--- config.mk ---
export PLATFORM = sky130hd
export DESIGN_NAME = vec_dispatcher
export DESIGN_NICKNAME = d
export VERILOG_FILES = /design/src/hdl/vec_pkg.sv /design/src/hdl/vec_dispatcher.sv
export VERILOG_INCLUDE_DIRS = /design/src /design/src/hdl
export SDC_FILE = /design/constraint.sdc
export NUM_CORES = 1
export LEC_CHECK = 0
export BUFFER_PORTS_ARGS = -buffer_cell sky130_fd_sc_hd__buf_2
export CAP_MARGIN = 20
export CORE_MARGIN = 2
export CORE_UTILIZATION = 61
export DETAILED_ROUTE_END_ITERATION = 8
export PLACE_DENSITY = 0.94
export SYNTH_ARGS = -nofsm -noshare
export SYNTH_HDL_FRONTEND = slang
export SYNTH_SLANG_ARGS = --single-unit
--- constraint.sdc ---
create_clock -name clk_i -period 4.7 [get_ports clk_i]
set_clock_uncertainty 0.1 [all_clocks]
set_input_delay 0.94 -clock clk_i [delete_from_list [all_inputs] [get_ports clk_i]]
set_output_delay 0.94 -clock clk_i [all_outputs]
set_load 0.1 [all_outputs]
--- src/hdl/vec_settings.svh ---
// Vector coprocessor sizes
`ifndef VEC_SETTINGS_SVH
`define VEC_SETTINGS_SVH

// Lane array geometry
`define VEC_NR_LANES         4
`define VEC_ELEMS_PER_LANE   4
`define VEC_ELEM_WIDTH       32

// Architectural registers
`define VEC_NR_VREGS         32

// Queue depths
// The dispatcher depth is also the core's credit count after reset
`define VEC_INSN_QUEUE_DEPTH 4
`define VEC_LANE_QUEUE_DEPTH 2

`endif

--- src/hdl/vec_pkg.sv ---
// Vector coprocessor types
`include "vec_settings.svh"

package vec_pkg;

  // One vector element
  typedef logic [`VEC_ELEM_WIDTH-1:0] elem_t;

  // Vector register number
  typedef logic [$clog2(`VEC_NR_VREGS)-1:0] vreg_idx_t;

  // Element slot inside one lane
  typedef logic [$clog2(`VEC_ELEMS_PER_LANE)-1:0] slot_idx_t;

  // Vector opcodes
  typedef enum logic [2:0] {
    VADD    = 3'd0,
    VSUB    = 3'd1,
    VAND    = 3'd2,
    VOR     = 3'd3,
    VXOR    = 3'd4,
    VMV_VX  = 3'd5,  // scalar broadcast into vd
    VMV_XS  = 3'd6,  // element 0 of vs2 back to the core
    VREDSUM = 3'd7   // sum of all elements of vs2
  } vec_op_e;

  // Lane execution state
  typedef enum logic {
    LANE_IDLE = 1'b0,
    LANE_EXEC = 1'b1
  } lane_state_e;

endpackage

--- src/hdl/vec_dispatcher.sv ---
// Vector dispatcher
// Instruction queue facing the scalar core
`timescale 1ns/1ps
`include "vec_settings.svh"

module vec_dispatcher import vec_pkg::*; (
  input  logic      clk_i,
  input  logic      rst_n_i,
  // Core side, credit based
  input  logic      insn_valid_i,
  input  vec_op_e   insn_op_i,
  input  vreg_idx_t insn_vd_i,
  input  vreg_idx_t insn_vs1_i,
  input  vreg_idx_t insn_vs2_i,
  input  elem_t     insn_scalar_i,
  output logic      insn_credit_o,
  // Sequencer side, valid/ready
  output logic      seq_valid_o,
  input  logic      seq_ready_i,
  output vec_op_e   seq_op_o,
  output vreg_idx_t seq_vd_o,
  output vreg_idx_t seq_vs1_o,
  output vreg_idx_t seq_vs2_o,
  output elem_t     seq_scalar_o,
  input  logic      seq_busy_i,
  output logic      idle_o
);

  localparam int unsigned depth = `VEC_INSN_QUEUE_DEPTH;
  localparam int unsigned ptr_w = (depth > 1) ? $clog2(depth) : 1;
  localparam int unsigned cnt_w = $clog2(depth + 1);

  vec_op_e          op_q     [depth];
  vreg_idx_t        vd_q     [depth];
  vreg_idx_t        vs1_q    [depth];
  vreg_idx_t        vs2_q    [depth];
  elem_t            scalar_q [depth];
  logic [ptr_w-1:0] wr_ptr_q;
  logic [ptr_w-1:0] rd_ptr_q;
  logic [cnt_w-1:0] count_q;
  logic             full;
  logic             push;
  logic             pop;

  assign full = (count_q == cnt_w'(depth));
  assign push = insn_valid_i && !full;
  assign pop  = seq_valid_o && seq_ready_i;

  ////////////////////
  // Queue storage
  ////////////////////

  always_ff @(posedge clk_i) begin
    if (push) begin
      op_q[wr_ptr_q]     <= insn_op_i;
      vd_q[wr_ptr_q]     <= insn_vd_i;
      vs1_q[wr_ptr_q]    <= insn_vs1_i;
      vs2_q[wr_ptr_q]    <= insn_vs2_i;
      scalar_q[wr_ptr_q] <= insn_scalar_i;
    end
  end

  // Pointers, occupancy and credit return
  always_ff @(posedge clk_i or negedge rst_n_i) begin
    if (!rst_n_i) begin
      wr_ptr_q      <= '0;
      rd_ptr_q      <= '0;
      count_q       <= '0;
      insn_credit_o <= 1'b0;
    end else begin
      if (push) begin
        wr_ptr_q <= (wr_ptr_q == ptr_w'(depth - 1)) ? '0 : wr_ptr_q + 1'b1;
      end
      if (pop) begin
        rd_ptr_q <= (rd_ptr_q == ptr_w'(depth - 1)) ? '0 : rd_ptr_q + 1'b1;
      end
      count_q <= count_q + cnt_w'(push) - cnt_w'(pop);
      // Slot is already free when the core sees the credit
      insn_credit_o <= pop;
    end
  end

  // Head entry toward the sequencer
  assign seq_valid_o  = (count_q != '0);
  assign seq_op_o     = op_q[rd_ptr_q];
  assign seq_vd_o     = vd_q[rd_ptr_q];
  assign seq_vs1_o    = vs1_q[rd_ptr_q];
  assign seq_vs2_o    = vs2_q[rd_ptr_q];
  assign seq_scalar_o = scalar_q[rd_ptr_q];

  assign idle_o = (count_q == '0) && !seq_busy_i;

  // Core must hold a credit for every instruction it sends
  a_no_insn_when_full: assert property (
    @(posedge clk_i) disable iff (!rst_n_i) insn_valid_i |-> !full
  ) else $error("vec_dispatcher: instruction received while queue is full");

endmodule

# Word level (Yosys, flattened, before mapping)
# Memories as Yosys holds them, arrays and structs flattened.
# Cells that the tools add are included.
# totals
reg_bits	8
latchBits	0
ramBits	200
romBits	0
inputBits	55
output_inout_bits	53
mem_count	5
# op_classes
addsub	4
n_mul	0
div_mod_pow	0
n_lt_le_gt_ge	0
eq_ne	3
shifts	0
n_mux	4
n_bitwise	0
reduce_logical	7
# memory_table
name	words	width	rd	rd_ports_with_merged_regs	write_ports	line	text
scalar_q	4	32	1	0	1	vec_dispatcher.sv:37	elem_t scalar_q [depth];
vd_q	4	5	1	0	1	vec_dispatcher.sv:34	vreg_idx_t vd_q [depth];
vs1_q	4	5	1	0	1	vec_dispatcher.sv:35	vreg_idx_t vs1_q [depth];
vs2_q	4	5	1	0	1	vec_dispatcher.sv:36	vreg_idx_t vs2_q [depth];
op_q	4	3	1	0	1	vec_dispatcher.sv:33	vec_op_e op_q [depth];
# op_table
operator	n
$add 2x1->2 const B	2
$eq 2x2->1 const B	2
$mux 2	2
$add 3x1->3	1
$eq 3x3->1 const B	1
$logic_and 1x1->1	3
$logic_not 3->1	1
$reduce_bool 3->1	1
$sub 3x1->3	1
$logic_not 1->1	2
$mux 1	2

# Longest topological paths before layout
# logic_depth
word_depth	5
mapped_depth	9

# Least setup slack after synthesis
# No wires, ideal clock.
# synth_path
kind	reg-to-output
start	reg count_q[1]
end	out idle_o
arrival_ns	2.677
required_ns	3.660
setup_slack_ns	0.983
stages_incl_launch_ff	3
n_path_buf	0
cell_sequence	dfrtp_1 -> or3_1 -> nor2_1
# synth_via
elab_chain_len	2
# synth_lines
element	line	text
from (decl)	vec_dispatcher.sv:40	logic [cnt_w-1:0] count_q;
from (signal assigned)	vec_dispatcher.sv:77	count_q <= count_q + cnt_w'(push) - cnt_w'(pop);
$logic_not 3->1	vec_dispatcher.sv:91	assign idle_o = (count_q == '0) && !seq_busy_i;
$logic_and 1x1->1	vec_dispatcher.sv:91	
to (decl)	vec_dispatcher.sv:26	output logic idle_o
# Every way passes these cells.

# Final worst setup path
# layout_path
start	reg rd_ptr_q[1]
end	out seq_op_o[1]
# layout_via
elab_chain_len	1
# layout_lines
element	line	text
from (decl)	vec_dispatcher.sv:39	logic [ptr_w-1:0] rd_ptr_q;
from (signal assigned)	vec_dispatcher.sv:75	rd_ptr_q <= (rd_ptr_q == ptr_w'(depth - 1)) ? '0 : rd_ptr_q + 1'b1;
$mem_v2 4x3	n/a	
to (decl)	vec_dispatcher.sv:20	output vec_op_e seq_op_o,
# Every way passes these cells.

==> Flow_metrics.wiki <==
{| class="wikitable"
! Metric !! Value
|-
| Measured slew at the worst slew-check pin || around 830 ps
|-
| Fraction of layout cells with a size suffix above 1 || 45.1%
|-
| Synth Flop Type || edfxtp_1
|-
| Setup violation total in the final timing report || 0
|-
| Nets@finish || between 400 and 500
|-
| Max-slew violation total from the final report || 0
|-
| CTS tree || done
|-
| Fraction of registers with async set or reset after synthesis || a little under 4%
|-
| Horizontal extent of the die || approximately 120 µm
|-
| DIE AREA || ~14000 µm²
|-
| Seq cells post-synth || 208
|-
| Overall Global Routing Usage || about 20%
|-
| Maximum number of pins on one net before global-route repair || 54
|-
| Layout area overhead || 16.8%
|-
| Final worst path period need || between 3000 and 4000 ps
|-
| First-pass GRT wire length || between 15000 and 20000 µm
|-
| Vertical die dimension || approximately 120 µm
|-
| Post-Syn Instances || around 300
|-
| Vias after detailed routing || approximately 3500
|-
| Syn_area_per_cell || 25.5 µm²
|-
| FMAX || around 290 MHz
|-
| Clk buf depth || 3
|-
| Initial core utilization || between 60% and 70%
|-
| Routed WL || 13100 µm
|-
| Number of remaining DRC errors || 0
|-
| Port-buffer cells || ~110
|-
| Setup repair after global routing missed its margin || no
|-
| Net count after synthesis || 369
|-
| Post-DRT Antenna Nets || 0
|-
| Detailed-routing iteration count for the pre-antenna-repair pass || 4
|-
| Most used cells in the layout excluding fill and tap cells || 200 x edfxtp_1, 107 x buf_2, 48 x mux4_2
|-
| Share of the yosys chip area belonging to registers || approximately four fifths
|-
| Global route overflow || 0
|-
| Routability congestion estimate from global placement || approximately 0.72
|-
| Clock transition time at the flip-flop clock pins of the worst setup and hold paths || 60 ps
|-
| Vias in the first global route || approximately 3700
|-
| Hold-fix buffers, CTS || 0
|-
| Violation count after the first detailed-route iteration || around 250
|-
| Count of filler cells inserted in the layout || between 700 and 800
|-
| Top fanout value on the critical path || 33
|-
| Reported max-cap violation count || 0
|-
| Buffer type at the clock tree root || clkbuf_16
|-
| Startpoint Class || flop
|-
| Crit. End Element || primary output
|-
| Sum of net half-perimeters after detailed placement || 7820 µm
|-
| Leading cell type in the layout, fill and taps excluded || edfxtp_1
|-
| Latest clock arrival within the worst-skew pair || between 400 and 500 ps
|-
| Antenna violations before repair || 1
|-
| Routed wire per std cell || 21.2 µm
|-
| Ratio of routed vias to standard cells || between 5 and 6
|-
| Resized Gates After CTS || 0
|-
| Number of different library cells in the post-synthesis netlist || 24
|-
| Number of clock sinks || around 210
|-
| Total negative slack for setup checks || 0 ps
|-
| Critical path data required time || 3660 ps
|-
| EDFF count, synth || 200
|-
| Ratio of final minimum period to clock period || 73.3%
|-
| Post-CTS setup repair buffer count || 0
|-
| Final hold violations || 0
|-
| Netlist Area Pre-Place || 7790 µm²
|-
| Outcome || complete, no violations
|-
| CORE AREA || between 10000 and 15000 µm²
|-
| Cells on worst reg2reg path || 9
|-
| IO Pins || between 100 and 150
|-
| Arrival @ worst endpoint || approximately 2400 ps
|-
| Depth of the CTS H-tree || 1
|-
| Count of standard-cell rows || 41
|-
| Slew HR || approximately 45%
|-
| Worst min-delay path class || in2async
|-
| Inserted Clock Buffers || 21
|-
| Critical Setup Path Class || reg2out
|-
| Yosys warning total || 0
|}
[stage by stage]
step | worst slack [ps] | hold slack (ps) | area, µm² | utilization, % | instances
3_5_place_dp | 1510 | 508 | 8460 | 67.3 | 579
4_1_cts | 1010 | 205 | 9070 | 72.2 | 614
5_1_grt | 1130 | 204 | 9100 | 72.4 | 615
6_report | 1260 | 206 | 9100 | 72.4 | 616
3_3_place_gp | 1530 | 466 | 8460 | 67.3 | 579
2_1_floorplan | 983 | 443 | 7790 | - | 306
[registers in the layout (all words and copies together) (netlist names)]
| name | cells |
|---|---|
| op_q | 12 |
| vs1_q | 20 |
| wr_ptr_q | 2 |
| count_q | 3 |
| scalar_q | 128 |
| insn_credit_o | 1 |
| vs2_q | 20 |
| rd_ptr_q | 2 |
| vd_q | 20 |
[metal layers]
metal	GRT usage, %	vias to the layer above	wire [µm]
met5	0	-	0
met4	4.24	0	205
met3	4.63	20	1030
met2	33.6	143	6700
met1	26.8	1797	5140
li1	-	1550	-
[final timing paths]
| path | startpoint | end | slack, ps |
|---|---|---|---|
| min in group clk_i | wr_ptr_q[1] | wr_ptr_q[1] | 530 |
| setup reg to reg | count_q[1] | count_q[2] | 2190 |
| hold / removal | rst_n_i | wr_ptr_q[1] | 210 |
| max in group asynchronous | rst_n_i | rd_ptr_q[0] | 4090 |
| hold reg to reg | wr_ptr_q[1] | wr_ptr_q[1] | 530 |
| setup / recovery | rd_ptr_q[1] | seq_op_o[1] | 1260 |
[area by class of cell]
class / count / area (µm²) / area share [%]
flip-flops and latches: 208 / 6210 / 68.2
inverters: 6 / 22.5 / 0.247
clock buffers: 30 / 589 / 6.47
repair buffers: 114 / 608 / 6.68
multi-input cells: 80 / 1430 / 15.7
diodes: 1 / 2.50 / 0.0275
well taps: 172 / 215 / 2.36
clock inverters: 5 / 25.0 / 0.275
[synthesized netlist by cell type, types with 2 or more instances]
| cell type | count | share of area [%] |
|---|---|---|
| nor2_1 | 2 | 0.096 |
| nand2b_1 | 3 | 0.24 |
| mux4_1 | 2 | 0.67 |
| mux4_2 | 48 | 14 |
| and3b_1 | 4 | 0.45 |
| inv_1 | 6 | 0.29 |
| ha_1 | 7 | 1.1 |
| mux2_2 | 2 | 0.29 |
| edfxtp_1 | 200 | 77 |
| dfrtp_1 | 8 | 2.6 |
| o211ai_1 | 2 | 0.19 |
| xnor2_1 | 2 | 0.22 |
| buf_12 | 5 | 1.3 |
| buf_2 | 5 | 0.32 |
[kinds of logic (layout without fill, tap and decap cells)]
logic type / Yosys count / after routing / share of synthesized area, %
other: 0 / 1 / 0
multiplexers: 52 / 52 / 14.8
buffers and inverters: 18 / 155 / 2.09
AND/OR/NAND/NOR: 15 / 15 / 1.48
AO/OA/AOI/OAI: 3 / 3 / 0.353
adder cells (fa/ha/maj): 8 / 8 / 1.38
XOR/XNOR: 2 / 2 / 0.225
flip-flops: 208 / 208 / 79.6
[worst max-delay path, stage by stage, from the launching register on]
cell     delay (ps)
dfrtp_2         910
buf_4           350
mux4_2          230
buf_2           430
Power is not shown: default switching activity piles up to over one toggle a cycle in this logic, so the estimate is an artifact.
