**config.mk**
```make
export PLATFORM = sky130hd
export DESIGN_NAME = vec_sequencer
export DESIGN_NICKNAME = d
export VERILOG_FILES = /design/src/hdl/vec_pkg.sv /design/src/hdl/vec_sequencer.sv
export VERILOG_INCLUDE_DIRS = /design/src /design/src/hdl
export SDC_FILE = /design/constraint.sdc
export NUM_CORES = 1
export LEC_CHECK = 0
export ABC_AREA = 1
export BUFFER_PORTS_ARGS = -buffer_cell sky130_fd_sc_hd__buf_2
export CAP_MARGIN = 20
export CORE_AREA = 2 2 157 159
export CTS_CLUSTER_SIZE = 10
export DETAILED_ROUTE_END_ITERATION = 7
export DIE_AREA = 0 0 159 161
export GPL_TIMING_DRIVEN = 1
export PLACE_DENSITY_LB_ADDON = 0.08
export SLEW_MARGIN = 20
export SYNTH_ARGS = -nofsm -noshare
export SYNTH_HDL_FRONTEND = slang
export SYNTH_SLANG_ARGS = --single-unit
```
**constraint.sdc**
```tcl
create_clock -name clk_i -period 7.8 [get_ports clk_i]
set_input_delay 1.56 -clock clk_i [delete_from_list [all_inputs] [get_ports clk_i]]
set_output_delay 1.56 -clock clk_i [all_outputs]
set_load 0.02 [all_outputs]
```
**src/hdl/vec_settings.svh**
```systemverilog
// Vector coprocessor sizes
`ifndef VEC_SETTINGS_SVH
`define VEC_SETTINGS_SVH

// Lane array geometry
`define VEC_NR_LANES         4
`define VEC_ELEMS_PER_LANE   4
`define VEC_ELEM_WIDTH       32

// Architectural registers
`define VEC_NR_VREGS         32

// Queue depths
// The dispatcher depth is also the core's credit count after reset
`define VEC_INSN_QUEUE_DEPTH 4
`define VEC_LANE_QUEUE_DEPTH 2

`endif

```
**src/hdl/vec_pkg.sv**
```systemverilog
// Vector coprocessor types
`include "vec_settings.svh"

package vec_pkg;

  // One vector element
  typedef logic [`VEC_ELEM_WIDTH-1:0] elem_t;

  // Vector register number
  typedef logic [$clog2(`VEC_NR_VREGS)-1:0] vreg_idx_t;

  // Element slot inside one lane
  typedef logic [$clog2(`VEC_ELEMS_PER_LANE)-1:0] slot_idx_t;

  // Vector opcodes
  typedef enum logic [2:0] {
    VADD    = 3'd0,
    VSUB    = 3'd1,
    VAND    = 3'd2,
    VOR     = 3'd3,
    VXOR    = 3'd4,
    VMV_VX  = 3'd5,  // scalar broadcast into vd
    VMV_XS  = 3'd6,  // element 0 of vs2 back to the core
    VREDSUM = 3'd7   // sum of all elements of vs2
  } vec_op_e;

  // Lane execution state
  typedef enum logic {
    LANE_IDLE = 1'b0,
    LANE_EXEC = 1'b1
  } lane_state_e;

endpackage

```
**src/hdl/vec_sequencer.sv**
```systemverilog
// Vector sequencer
// Lane broadcast and scalar responses
`timescale 1ns/1ps
`include "vec_settings.svh"

module vec_sequencer import vec_pkg::*; (
  input  logic                     clk_i,
  input  logic                     rst_n_i,
  // Dispatcher side
  input  logic                     seq_valid_i,
  output logic                     seq_ready_o,
  input  vec_op_e                  seq_op_i,
  input  vreg_idx_t                seq_vd_i,
  input  vreg_idx_t                seq_vs1_i,
  input  vreg_idx_t                seq_vs2_i,
  input  elem_t                    seq_scalar_i,
  output logic                     seq_busy_o,
  // Lane broadcast
  output logic                     lane_valid_o,
  input  logic [`VEC_NR_LANES-1:0] lane_ready_i,
  output vec_op_e                  lane_op_o,
  output vreg_idx_t                lane_vd_o,
  output vreg_idx_t                lane_vs1_o,
  output vreg_idx_t                lane_vs2_o,
  output elem_t                    lane_scalar_o,
  // Lane completion
  input  logic [`VEC_NR_LANES-1:0] lane_done_i,
  input  elem_t                    lane_sum_i   [`VEC_NR_LANES],
  input  elem_t                    lane_first_i [`VEC_NR_LANES],
  // Scalar response to the core
  output logic                     resp_valid_o,
  output elem_t                    resp_data_o
);

  localparam int unsigned nr_lanes     = `VEC_NR_LANES;
  localparam int unsigned flight_depth = `VEC_LANE_QUEUE_DEPTH + 1;
  localparam int unsigned fptr_w       = (flight_depth > 1) ? $clog2(flight_depth) : 1;
  localparam int unsigned fcnt_w       = $clog2(flight_depth + 1);

  logic              hold_valid_q;
  logic              accept;
  logic              issue;
  logic              retire;
  logic              flight_full;
  vec_op_e           flight_op_q [flight_depth];
  logic [fptr_w-1:0] fwr_ptr_q;
  logic [fptr_w-1:0] frd_ptr_q;
  logic [fcnt_w-1:0] fcount_q;
  vec_op_e           retire_op;
  elem_t             red_sum;

  assign flight_full  = (fcount_q == fcnt_w'(flight_depth));
  assign issue        = hold_valid_q && (&lane_ready_i) && !flight_full;
  assign seq_ready_o  = !hold_valid_q || issue;
  assign accept       = seq_valid_i && seq_ready_o;
  assign lane_valid_o = issue;
  // Lanes run in lockstep, lane 0 stands for all of them
  assign retire       = lane_done_i[0];
  assign retire_op    = flight_op_q[frd_ptr_q];
  assign seq_busy_o   = hold_valid_q || (fcount_q != '0);

  ////////////////////
  // Broadcast stage
  ////////////////////

  always_ff @(posedge clk_i) begin
    if (accept) begin
      lane_op_o     <= seq_op_i;
      lane_vd_o     <= seq_vd_i;
      lane_vs1_o    <= seq_vs1_i;
      lane_vs2_o    <= seq_vs2_i;
      lane_scalar_o <= seq_scalar_i;
    end
  end

  ////////////////////
  // In-flight ops
  ////////////////////

  always_ff @(posedge clk_i) begin
    if (issue) begin
      flight_op_q[fwr_ptr_q] <= lane_op_o;
    end
  end

  always_ff @(posedge clk_i or negedge rst_n_i) begin
    if (!rst_n_i) begin
      hold_valid_q <= 1'b0;
      fwr_ptr_q    <= '0;
      frd_ptr_q    <= '0;
      fcount_q     <= '0;
      resp_valid_o <= 1'b0;
    end else begin
      if (accept) begin
        hold_valid_q <= 1'b1;
      end else if (issue) begin
        hold_valid_q <= 1'b0;
      end
      if (issue) begin
        fwr_ptr_q <= (fwr_ptr_q == fptr_w'(flight_depth - 1)) ? '0 : fwr_ptr_q + 1'b1;
      end
      if (retire) begin
        frd_ptr_q <= (frd_ptr_q == fptr_w'(flight_depth - 1)) ? '0 : frd_ptr_q + 1'b1;
      end
      fcount_q     <= fcount_q + fcnt_w'(issue) - fcnt_w'(retire);
      resp_valid_o <= retire && (retire_op == VMV_XS || retire_op == VREDSUM);
    end
  end

  // Wrapping sum of the lane partial sums
  always_comb begin
    red_sum = '0;
    for (int i = 0; i < nr_lanes; i++) begin
      red_sum = red_sum + lane_sum_i[i];
    end
  end

  always_ff @(posedge clk_i) begin
    if (retire) begin
      resp_data_o <= (retire_op == VMV_XS) ? lane_first_i[0] : red_sum;
    end
  end

  // All lanes finish each instruction on the same edge
  a_lanes_lockstep: assert property (
    @(posedge clk_i) disable iff (!rst_n_i) (lane_done_i == '0) || (lane_done_i == '1)
  ) else $error("vec_sequencer: lanes out of lockstep, done = %b", lane_done_i);

endmodule

```
# After elaboration in Yosys (flattened, before gate mapping)
# Memories as Yosys holds them, arrays and structs flattened.
# Index checks and enable logic that the tools add are counted.
classes:
  n_addsub: 7
  eq_ne: 5
  mux: 7
  n_reduce_logical: 12
ops:
  columns: ["op", "n"]
  rows:
  - ["32-bit adder", 3]
  - ["32-bit 2-to-1 mux", 1]
  - ["2-bit == test, second input constant", 3]
  - ["3-bit == test, second input constant", 2]
  - ["2-bit by 1-bit adder with 2-bit output, second input constant", 2]
  - ["1-bit logical AND", 4]
  - ["1-bit 2-to-1 mux", 4]
  - ["2-bit 2-to-1 mux", 2]
  - ["4-bit AND reduction", 1]
  - ["2-bit nonzero test", 2]
  - ["1-bit logical OR", 3]
  - ["2-bit by 1-bit adder with 2-bit output", 1]
  - ["1-bit logical NOT", 2]
  - ["2-bit by 1-bit subtractor with 2-bit output", 1]
totals:
  reg_bits: 90
  ramBits: 9
  in_bits: 317
  out_inout_bits: 86
  wordCells: 43
  memories: 1
memory_table:
  columns: ["memory", "words", "word_bits", "rd", "rd_ports_with_merged_regs", "wr", "line", "rtl"]
  rows:
  - ["flight_op_q", 3, 3, 1, 0, 1, "vec_sequencer.sv:45", "vec_op_e flight_op_q [flight_depth];"]

# Logic depth before layout (Yosys ltp)
# Gate-level depths: netlist (run 1).
depth:
  depth_word: 6
  depth_mapped: 17
  ltp_nobuf: 17

# Worst setup path before layout (run 1)
# OpenSTA, ideal clock, no wires.
synth_path:
  path_type: "input port to flip-flop"
  from: "input lane_ready_i[2]"
  to: "register lane_op_o[0] (enable)"
  setup_ns: 0.458
  t_arrival_ns: 4.610
  required_ns: 7.342
  slack_ns: 2.732
  path_stages: 4
  path_buffers: 0
  path_cell_list: "inv_1 > nor4_2 > nor2_1 > nor2_1"
synth_via:
  elab_chain_cells: 5
synth_rtl:
  columns: ["element", "line", "rtl"]
  rows:
  - ["start, declared", "vec_sequencer.sv:20", "input logic [`VEC_NR_LANES-1:0] lane_ready_i,"]
  - ["4-bit AND reduction", "vec_sequencer.sv:53", "assign issue = hold_valid_q && (&lane_ready_i) && !flight_full;"]
  - ["1-bit logical AND (2 in a row)", "vec_sequencer.sv:53", null]
  - ["named net lane_valid_o", "vec_sequencer.sv:19", "output logic lane_valid_o,"]
  - ["1-bit logical OR", "vec_sequencer.sv:54", "assign seq_ready_o = !hold_valid_q || issue;"]
  - ["1-bit logical AND", "vec_sequencer.sv:55", "assign accept = seq_valid_i && seq_ready_o;"]
  - ["named net accept", "vec_sequencer.sv:41", "logic accept;"]
  - ["end signal, assigned", "vec_sequencer.sv:68", "lane_op_o <= seq_op_i;"]
  - ["end, declared", "vec_sequencer.sv:21", "output vec_op_e lane_op_o,"]
# The timed path passes the listed nets, and every way through them passes these cells.
# A chain may end at the register's enable or synchronous reset.

# Final worst setup path (run 1)
layout_path:
  from: "input lane_sum_i[1] (netlist name)"
  to: "register resp_data_o[29], data pin"
layout_via:
  elab_chain_cells: 2
layout_rtl:
  columns: ["element", "line", "rtl"]
  rows:
  - ["start, declared", "vec_sequencer.sv:28", "input elem_t lane_sum_i [`VEC_NR_LANES],"]
  - ["32-bit adder", "vec_sequencer.sv:114", "red_sum = red_sum + lane_sum_i[i];"]
  - ["32-bit 2-to-1 mux", "vec_sequencer.sv:120", "resp_data_o <= (retire_op == VMV_XS) ? lane_first_i[0] : red_sum;"]
  - ["end signal, assigned", "vec_sequencer.sv:120", null]
  - ["end, declared", "vec_sequencer.sv:32", "output elem_t resp_data_o"]
# No other way between the ends.

==> flow_summary.toml, run 1 <==
[outcome]
status = "finished clean"

[synthesis]
ys_seq_area_frac = 0.375
synth.top_cell.area_share = 0.349
ys_ff_latch = 99
synthTopCellsByArea = "edfxtp_1 35%, fa_1 16%, inv_1 15%, nand2_1 14%, ha_1 5.3%"
yosys_warnings = 0
ys_types = 30
synthesis.area_mm2 = 0.00782
syn-instance-count = 972
syn_area_per_cell_um2 = 8.05
yosysTopAreaCell = "edfxtp_1"
syn_nets = 1384

[die]
row_count = 57
die_width_um = 159
core_area_mm2 = 0.0240
initial_core_util = 0.326
die_area_mm2 = 0.0256
pin_count = 403
die_height_um = 161

[clock_tree]
cts_tree = "done"
numClockSinks = 99
postCtsSetupRepairBufs = 0
clockBufferDepth = 2
path_clk_slew_ns = 0.07
ctsHoldBuffers = 0
cts-root-buf = "clkbuf_16"
h-tree-depth = 3
cts_resized = 0
clock_latency_ns = 0.34
cts_buffers = 9

[worst_setup_path]
crit_type = "input pin to flip-flop"
critPathSlowestCell = "fa_1"
r2r-start = "fcount_q[1]"
worstPathMaxFanout = 4
critPathLaunch = "lane_sum_i[1]"
required_ns = 7.90
cp.depth = 18
arrival_ns = 4.51
slowest_delay_ns = 0.56
start_kind = "input pin"
critPathBufInv = 5
r2r_slack_ns = 5.42
cp_common_cell = "nand3_1"
reg2regPathDepth = 6
endpoint = "resp_data_o[29]"
worstPathCellList = "buf_2 > inv_1 > fa_1 > fa_1 > inv_1 > ha_1 > inv_1 > fa_1 > inv_1 > nand3_1 > nand3_1 > nand3_1 > nand3_1 > nand2_1 > nand2_1 > nand2_1 > nand3_1 > nand2_1"
cp-end-kind = "flip-flop"
crit_family = "adder cells"
worst_r2r_endpoint = "lane_vs2_o[1]"

[sta]
fin_setup_tns_ns = 0
fmax_ghz = 0.227
post-route-period-util = 0.566
finalSetupViolCount = 0
max_slew_margin = 0.416
worst_clock_skew_ns = 0.00941
min_period_ns = 4.41
worstMarginPinSlew_ns = 0.875
finalHoldViolCount = 0
drv_slew = 0
rsz0062_at_grt = "no"

[route]
wl_per_cell_um = 12.2
vias = 6663
detail_route.wirelength_um = 19700
drtAntennaViolNets = 0
drc = 0
dr.pass1.iters = 4
drt-vias-per-instance = 4.14
drtIter0Drc = 236

[layout]
final_cell_mix = "305 x inv_1, 303 x buf_2, 302 x nand2_1"
drive_above_1_share = 0.258
utilization = 0.417
final_common_cell = "inv_1"
area_growth_pct = 27.7
final_cell_area_mm2 = 0.00999
finalNetCount = 1693

[grt]
grt_util_met2 = 0.278
grt_max_degree = 51
grt_pass1_wl_um = 31800
use_met3 = 0.0293
top_usage_layer = "met2"
antenna_found_initial = 2
overflow = 0
grt_util_met1 = 0.195
grt_pass1_vias = 6583
grt_usage = 0.156

[power_and_ir_drop]
switching_share = 0.442
ir_worst_vdd_uv = 119
internal_power_uw = 1410
pwr-share-clk = 0.168
p_leak_uw = 0.00573
net-switching-power_uw = 1120
power.density_mw_per_mm2 = 253
power_frac_comb = 0.534
p_seq_frac = 0.298

[placed_design]
place_area_mm2 = 0.00970
portBuffers = 303
gp_congestion = 0.826
hpwl_um = 16800

[job]
drv_cap = 0

[min_path]
min_path_type = "flip-flop to flip-flop"
==> metal layers <==
layer	vias to the layer above	wire, µm
met5	-	14
met4	2	363
met3	22	890
met2	176	9540
met1	2998	8890
li1	3465	-
==> through the flow <==
stage / setup WS, ns / total power [µW] / hold WS (ns) / cells
after global routing: 3.22 / 2780 / 0.579 / 1611
after detailed placement: 3.06 / 2130 / 0.522 / 1594
final: 3.39 / 2530 / 0.533 / 1611
after global placement: 3.06 / 2130 / 0.509 / 1594
after floorplan: 2.73 / 1720 / 0.506 / 972
after CTS: 3.41 / 2570 / 0.539 / 1610
==> sequential cells by signal, indices dropped and copies added (netlist names) <==
name,cells
lane_vs2_o,5
lane_vd_o,5
lane_op_o,3
fcount_q,2
hold_valid_q,1
frd_ptr_q,2
resp_valid_o,1
lane_scalar_o,32
lane_vs1_o,5
flight_op_q,9
resp_data_o,32
fwr_ptr_q,2
==> logic make-up (layout without fill, tap and decap cells) <==
family | Yosys count | in the layout | share of synthesized area
AND/OR/NAND/NOR | 414 | 414 | 0.214
buffers and inverters | 313 | 627 | 0.155
flip-flops | 99 | 99 | 0.375
adder cells (fa/ha/maj) | 95 | 95 | 0.211
AO/OA/AOI/OAI | 33 | 33 | 0.0246
XOR/XNOR | 18 | 18 | 0.0202
other | 0 | 1 | 0
==> cells in the mapped netlist (all sizes together) <==
cell	count
and2	1
o21ai	7
dfrtp	8
edfxtp	91
ha	33
nand2	303
nor2	48
xor2	12
a221oi	1
xnor2	6
a21o	1
nor3b	1
a211oi	1
nand4	2
inv	307
or2	4
clkbuf	1
buf	5
fa	62
nor3	3
nand3	47
a21oi	20
nor4	1
nand3b	4
o21bai	3
==> worst min path at each step <==
| stage | start | to | slack [ns] | cells after the start |
|---|---|---|---|---|
| 2_1_floorplan | fwr_ptr_q[0] | fwr_ptr_q[1] | 0.51 | 2 |
| 3_3_place_gp | lane_op_o[1] | flight_op_q[0][1] | 0.51 | 0 |
| 3_5_place_dp | lane_op_o[1] | flight_op_q[0][1] | 0.52 | 0 |
| 4_1_cts | lane_op_o[1] | flight_op_q[1][1] | 0.54 | 0 |
| 5_1_grt | lane_op_o[0] | flight_op_q[1][0] | 0.58 | 0 |
| 6_report | lane_op_o[0] | flight_op_q[0][0] | 0.53 | 0 |
==> power groups by stage <==
stage               sequential (µW)  combinational, µW  clock (µW)
floorplan                       877                845           0
global placement                763               1360           0
detailed placement              766               1370           0
CTS                             754               1380         442
global route                    764               1560         461
finish                          753               1350         425
==> worst reg2reg max path: cells and delay by family (launching register included) <==
family | cells | cell delay [ns]
DFF | 1 | 0.40
and+or+nand+nor | 5 | 1.06
buffers and inverters | 1 | 0.52
==> cell type report <==
class,count,area (µm²)
inverters,307,1150
clock inverters,6,57.6
fillers,2583,14000
flip-flops and latches,99,2930
diodes,1,2.50
clock buffers,10,229
well taps,324,405
multi-input cells,560,3690
repair buffers,304,1520
(Power assumes the default switching activity.)
==> run 2, diff against run 1 <==
ABC_AREA = 0   (was 1)
CORE_AREA = 2 2 158 160   (was 2 2 157 159)
DIE_AREA = 0 0 160 162   (was 0 0 159 161)
clock period = 4.45 ns   (was 7.8 ns; I/O delays follow)
==> run 2 against run 1 <==
Critical path type unchanged. Area after synthesis shrank 6.9%. Via count is 9.5% lower. Synthesized cell count decreased by 26%. Highest routed layer is now met4.
==> flow_summary.toml, run 2 <==
[synthesis]
synthesis.area_mm2 = 0.00728
ys_seq_area_frac = 0.403
synthTopCellsByArea = "edfxtp_1 38%, fa_1 17%, inv_1 9.8%, ha_1 5.7%, nand2_1 3.0%"
synth.most_common_cell = "inv_1"
ys_ff_latch = 99
yosys_warnings = 0
syn_nets = 1133
synth_edf_count = 91
ys_types = 56
synthArstFlopShare = 0.0808
syn-instance-count = 721
synth.top_cell.area_share = 0.375
syn_area_per_cell_um2 = 10.1
synth-main-ff-cell = "edfxtp_1"
ys_top_cells_by_count = "190 x inv_1, 91 x edfxtp_1, 62 x fa_1"
yosysTopAreaCell = "edfxtp_1"

[layout]
top_regs = "lane_scalar_o: 32 flops, resp_data_o: 32 flops, flight_op_q: 9 flops"
drive_above_1_share = 0.348
finalNetCount = 1467
area_growth_pct = 33.4
seq_area_mm2 = 0.00293
n_fill_cell = 2544
final_cell_mix = "303 x buf_2, 190 x inv_1, 91 x edfxtp_1"
utilization = 0.403
final_common_cell = "buf_2"
multiInputGateArea_mm2 = 0.00357
layout.cells.non_filler = 1385

[sta]
fin_setup_tns_ns = 0
fmax_ghz = 0.235
finalSetupViolCount = 0
min_period_ns = 4.26
finalHoldViolCount = 0
worst_clock_skew_ns = 0.0103
max_slew_margin = 0.513
worstMarginPinSlew_ns = 0.731
drv_slew = 0
fin_ws_ns = 0.188
rsz0062_at_grt = "no"
post-route-period-util = 0.958

[grt]
antenna_found_initial = 1
overflow = 0
grt_max_degree = 41
grt_usage = 0.148
grt_pass1_vias = 6005
grt_pass1_wl_um = 30400

[job]
drv_cap = 0

[route]
top_layer = "met4"
wl_met2_um = 9670
drt-vias-per-instance = 4.36
drtAntennaViolNets = 0
detail_route.wirelength_um = 19500
vias = 6033
dr.pass1.iters = 5
drt-met1-wl_um = 8620
drc = 0
wl_per_cell_um = 14.0
wl_met3_um = 963
drtIter0Drc = 229

[min_path]
min_path_type = "input pin to async pin"

[worst_setup_path]
worstPathCellList = "buf_2 > inv_1 > fa_1 > fa_1 > inv_1 > ha_1 > inv_1 > fa_1 > nor2b_1 > o211a_1 > o21ai_0 > and2_1 > o21ai_0 > buf_4 > xnor2_1 > o21ai_0"
endpoint = "resp_data_o[13]"
worst_r2r_endpoint = "resp_data_o[25]"
arrival_ns = 4.32
worstPathMaxFanout = 3
start_kind = "input pin"
r2r-start = "frd_ptr_q[0]"
r2r_slack_ns = 1.97
required_ns = 4.51
reg2regPathDepth = 6
slowest_delay_ns = 0.57
cp-end-kind = "flip-flop"
critPathLaunch = "lane_sum_i[1]"
critPathSlowestCell = "fa_1"
crit_type = "input pin to flip-flop"

[die]
die_height_um = 162
die_width_um = 160
die_area_mm2 = 0.0259
row_count = 57
initial_core_util = 0.302
pin_count = 403
core_area_mm2 = 0.0241

[placed_design]
hpwl_um = 16400
dp_slack_ns = -0.167
portBuffers = 303
placed_cells_incl_taps = 1368
gp_congestion = 0.821

[clock_tree]
clockBufferDepth = 2
numClockSinks = 99
cts_buffers = 9
cts-root-buf = "clkbuf_16"
postCtsSetupRepairBufs = 0
h-tree-depth = 3
clock_latency_ns = 0.34
cts_tree = "done"
path_clk_slew_ns = 0.07
ctsHoldBuffers = 0

[power_and_ir_drop]
p_leak_uw = 0.00489
ir_worst_vdd_uv = 167
power.density_mw_per_mm2 = 454

[outcome]
status = "finished clean"
## run 2: cell count changes in the layout (fill, tap and decap cells not counted), sizes merged, moves of 8 or more
cell and change:
a211oi +8, a21o +10, a21oi +10, buf +36, inv -115, nand2 -245
nand3 -37, nor2 -23, nor3 +10, o21a +9, o21ai +34, xnor2 +10
## run 2: worst max-delay path, delay by kind of cell
kind / cells / cell delay [ns]
fa+ha+maj: 4 / 1.56
buf+inv: 5 / 0.43
compound gates: 4 / 0.88
xor+xnor: 1 / 0.15
simple gates: 2 / 0.43
## run 2: worst min path at each step
stage / start / endpoint / slack (ns) / cells past startpoint
2_1_floorplan: fwr_ptr_q[1] / fwr_ptr_q[1] / 0.49 / 1
3_3_place_gp: fwr_ptr_q[1] / fwr_ptr_q[1] / 0.50 / 1
3_5_place_dp: fwr_ptr_q[1] / fwr_ptr_q[1] / 0.51 / 1
4_1_cts: rst_n_i / frd_ptr_q[1] / 0.38 / 1
5_1_grt: rst_n_i / fcount_q[0] / 0.38 / 1
6_report: rst_n_i / frd_ptr_q[1] / 0.38 / 1
## run 2: cell families (layout without fill, tap and decap cells)
kind of cell	Yosys count	count (layout)	share of synthesized area
AO/OA/AOI/OAI	142	142	0.128
XOR/XNOR	25	25	0.0301
adder cells (fa/ha/maj)	95	95	0.227
buffers and inverters	207	546	0.108
flip-flops	99	99	0.403
multiplexers	3	3	0.00430
other	0	1	0
AND/OR/NAND/NOR	150	150	0.0995
## run 2: final cells by class
class	count	area share
Clock buffer	9	0.0232
Antenna cell	1	0.000258
Tap cell	324	0.0418
Clock inverter	7	0.00644
Multi-Input combinational cell	415	0.368
Timing Repair Buffer	340	0.185
Sequential cell	99	0.302
Inverter	190	0.0735
## run 2: per-stage QoR
| stage | power, µW | cell area, µm² | hold WS, ns |
|---|---|---|---|
| finish | 4410 | 9710 | 0.384 |
| global route | 4790 | 9710 | 0.384 |
| CTS | 4470 | 9700 | 0.375 |
| detailed placement | 3700 | 9410 | 0.509 |
| global placement | 3690 | 9400 | 0.504 |
| floorplan | 2840 | 7280 | 0.488 |
## run 2: metal layers
metal  up-vias  global-route usage
met5         -                   0
met4         0              0.0348
met3        11              0.0232
met2       191               0.267
met1      2787               0.188
li1       3044                   -
## run 2: what timing repair did
| item | CTS | global route |
|---|---|---|
| gates resized for setup | 0 | 2 |
| setup endpoints to repair | 0 | 2 |
| hold endpoints to repair | 0 | 0 |
## run 2: where the power goes
| part | internal (µW) | switching, µW | total (µW) | leakage (µW) |
|---|---|---|---|---|
| clock | 394 | 364 | 758 | 0.000145 |
| sequential | 1280 | 67.7 | 1350 | 0.000945 |
| combinational | 956 | 1350 | 2310 | 0.00380 |
==> run 3, diff against run 2 <==
REMOVE_ABC_BUFFERS = 1   (was default)
==> run 3 against run 2 <==
Global-route usage grew 0.18 points. Largest cell class unchanged. Worst hold slack gained 0.0056 ns. Register-to-register slack gained 0.18 ns. Highest routed layer unchanged. Final area grew 1.3%. First-iteration DRC count grew 9.6%. Critical path depth is the same. Die area is the same.
==> flow_summary.toml, run 3 (synthesis gave the netlist of run 2 again) <==
[die]
pin_count = 403
row_count = 57
core_area_mm2 = 0.0241
initial_core_util = 0.302
die_height_um = 162
die_width_um = 160
die_area_mm2 = 0.0259

[job]
drv_cap = 0

[route]
drt-vias-per-instance = 4.34
detail_route.wirelength_um = 19600
drc = 0
drtIter0Drc = 251
vias = 6082
drtAntennaViolNets = 0
wl_per_cell_um = 14.0
dr.pass1.iters = 6

[power_and_ir_drop]
ir_worst_vdd_uv = 182
p_leak_uw = 0.00497
power.density_mw_per_mm2 = 459

[worst_setup_path]
required_ns = 4.48
cp-end-kind = "flip-flop"
arrival_ns = 4.15
crit_type = "input pin to flip-flop"
worstPathMaxFanout = 3
start_kind = "input pin"

[sta]
max_slew_margin = 0.420
finalSetupViolCount = 0
rsz0062_at_grt = "no"
fin_setup_tns_ns = 0
finalHoldViolCount = 0
fin_ws_ns = 0.328
post-route-period-util = 0.926
worstMarginPinSlew_ns = 0.870
drv_slew = 0
fmax_ghz = 0.243
holdWs_ns = 0.390
worst_clock_skew_ns = 0.00604
min_period_ns = 4.12

[grt]
antenna_found_initial = 0
grt_pass1_vias = 6031
overflow = 0
grt_pass1_wl_um = 31000
grt_usage = 0.150
grt_max_degree = 49

[layout]
antenna_cells = 0
top_regs = "lane_scalar_o: 32 flops, resp_data_o: 32 flops, flight_op_q: 9 flops"
final_cell_area_mm2 = 0.00984
finalNetCount = 1483
area_growth_pct = 35.1
drive_above_1_share = 0.356
final_cell_mix = "303 x buf_2, 190 x inv_1, 91 x edfxtp_1"
final_common_cell = "buf_2"
layout.cells.non_filler = 1400

[clock_tree]
clock_latency_ns = 0.34
postCtsSetupRepairBufs = 0
numClockSinks = 99
cts_resized = 0
ctsHoldBuffers = 0
cts_tree = "done"
cts-root-buf = "clkbuf_16"
clockBufferDepth = 2
path_clk_slew_ns = 0.08
h-tree-depth = 3
cts_buffers = 9

[placed_design]
placed_cells_incl_taps = 1384
dp_slack_ns = -0.0572
hpwl_um = 16900
place_area_mm2 = 0.00953
gp_congestion = 0.810
portBuffers = 303

[outcome]
status = "finished clean"

[min_path]
min_path_type = "input pin to async pin"
-- run 3: final cells by class --
class / instances / area (µm²)
Clock buffer: 9 / 225
Fill cell: 2541 / 14300
Timing Repair Buffer: 356 / 1910
Sequential cell: 99 / 2930
Multi-Input combinational cell: 415 / 3560
Clock inverter: 7 / 86.3
Tap cell: 324 / 405
Inverter: 190 / 713
-- run 3: where the power goes --
group | switching [µW] | internal, µW
clock | 392 | 407
combinational | 1360 | 1010
sequential | 67.0 | 1280
total | 1820 | 2700
-- run 3: worst max-delay path: stages --
cell      delay [ns]
buf_2           0.07
inv_1           0.04
fa_1            0.50
fa_1            0.51
inv_1           0.04
ha_1            0.22
inv_1           0.07
fa_1            0.18
nor2b_1         0.06
o211a_1         0.25
o21ai_0         0.34
nand4_1         0.21
a211oi_1        0.28
xor2_1          0.22
buf_4           0.15
o21ai_0         0.12
-- run 3: metrics by stage --
stage                      util  power, µW
after floorplan               -       2830
after global placement    0.395       3780
after detailed placement  0.395       3780
after CTS                 0.408       4610
after global routing      0.408       4900
final                     0.408       4520
-- run 3: path summary, 6_finish.rpt --
| kind | from | to | slack, ns | cells after the start |
|---|---|---|---|---|
| worst max-delay path | lane_sum_i[1] | resp_data_o[19] | 0.33 | 16 |
| worst min-delay path | rst_n_i | hold_valid_q | 0.39 | 1 |
| worst max register to register | fcount_q[0] | lane_vs1_o[0] | 2.15 | 5 |
| worst min register to register | lane_op_o[1] | flight_op_q[0][1] | 0.52 | 0 |
| max in group asynchronous | rst_n_i | frd_ptr_q[1] | 3.88 | 1 |
| min in group clk_i | lane_op_o[1] | flight_op_q[0][1] | 0.52 | 0 |
-- run 3: routing by layer --
layer / global-route usage / vias up / routed length [µm]
met1: 0.186 / 2802 / 8320
met2: 0.277 / 199 / 9980
li1: - / 3072 / -
met4: 0.0250 / 0 / 118
met3: 0.0271 / 9 / 1200
met5: 0 / - / 0
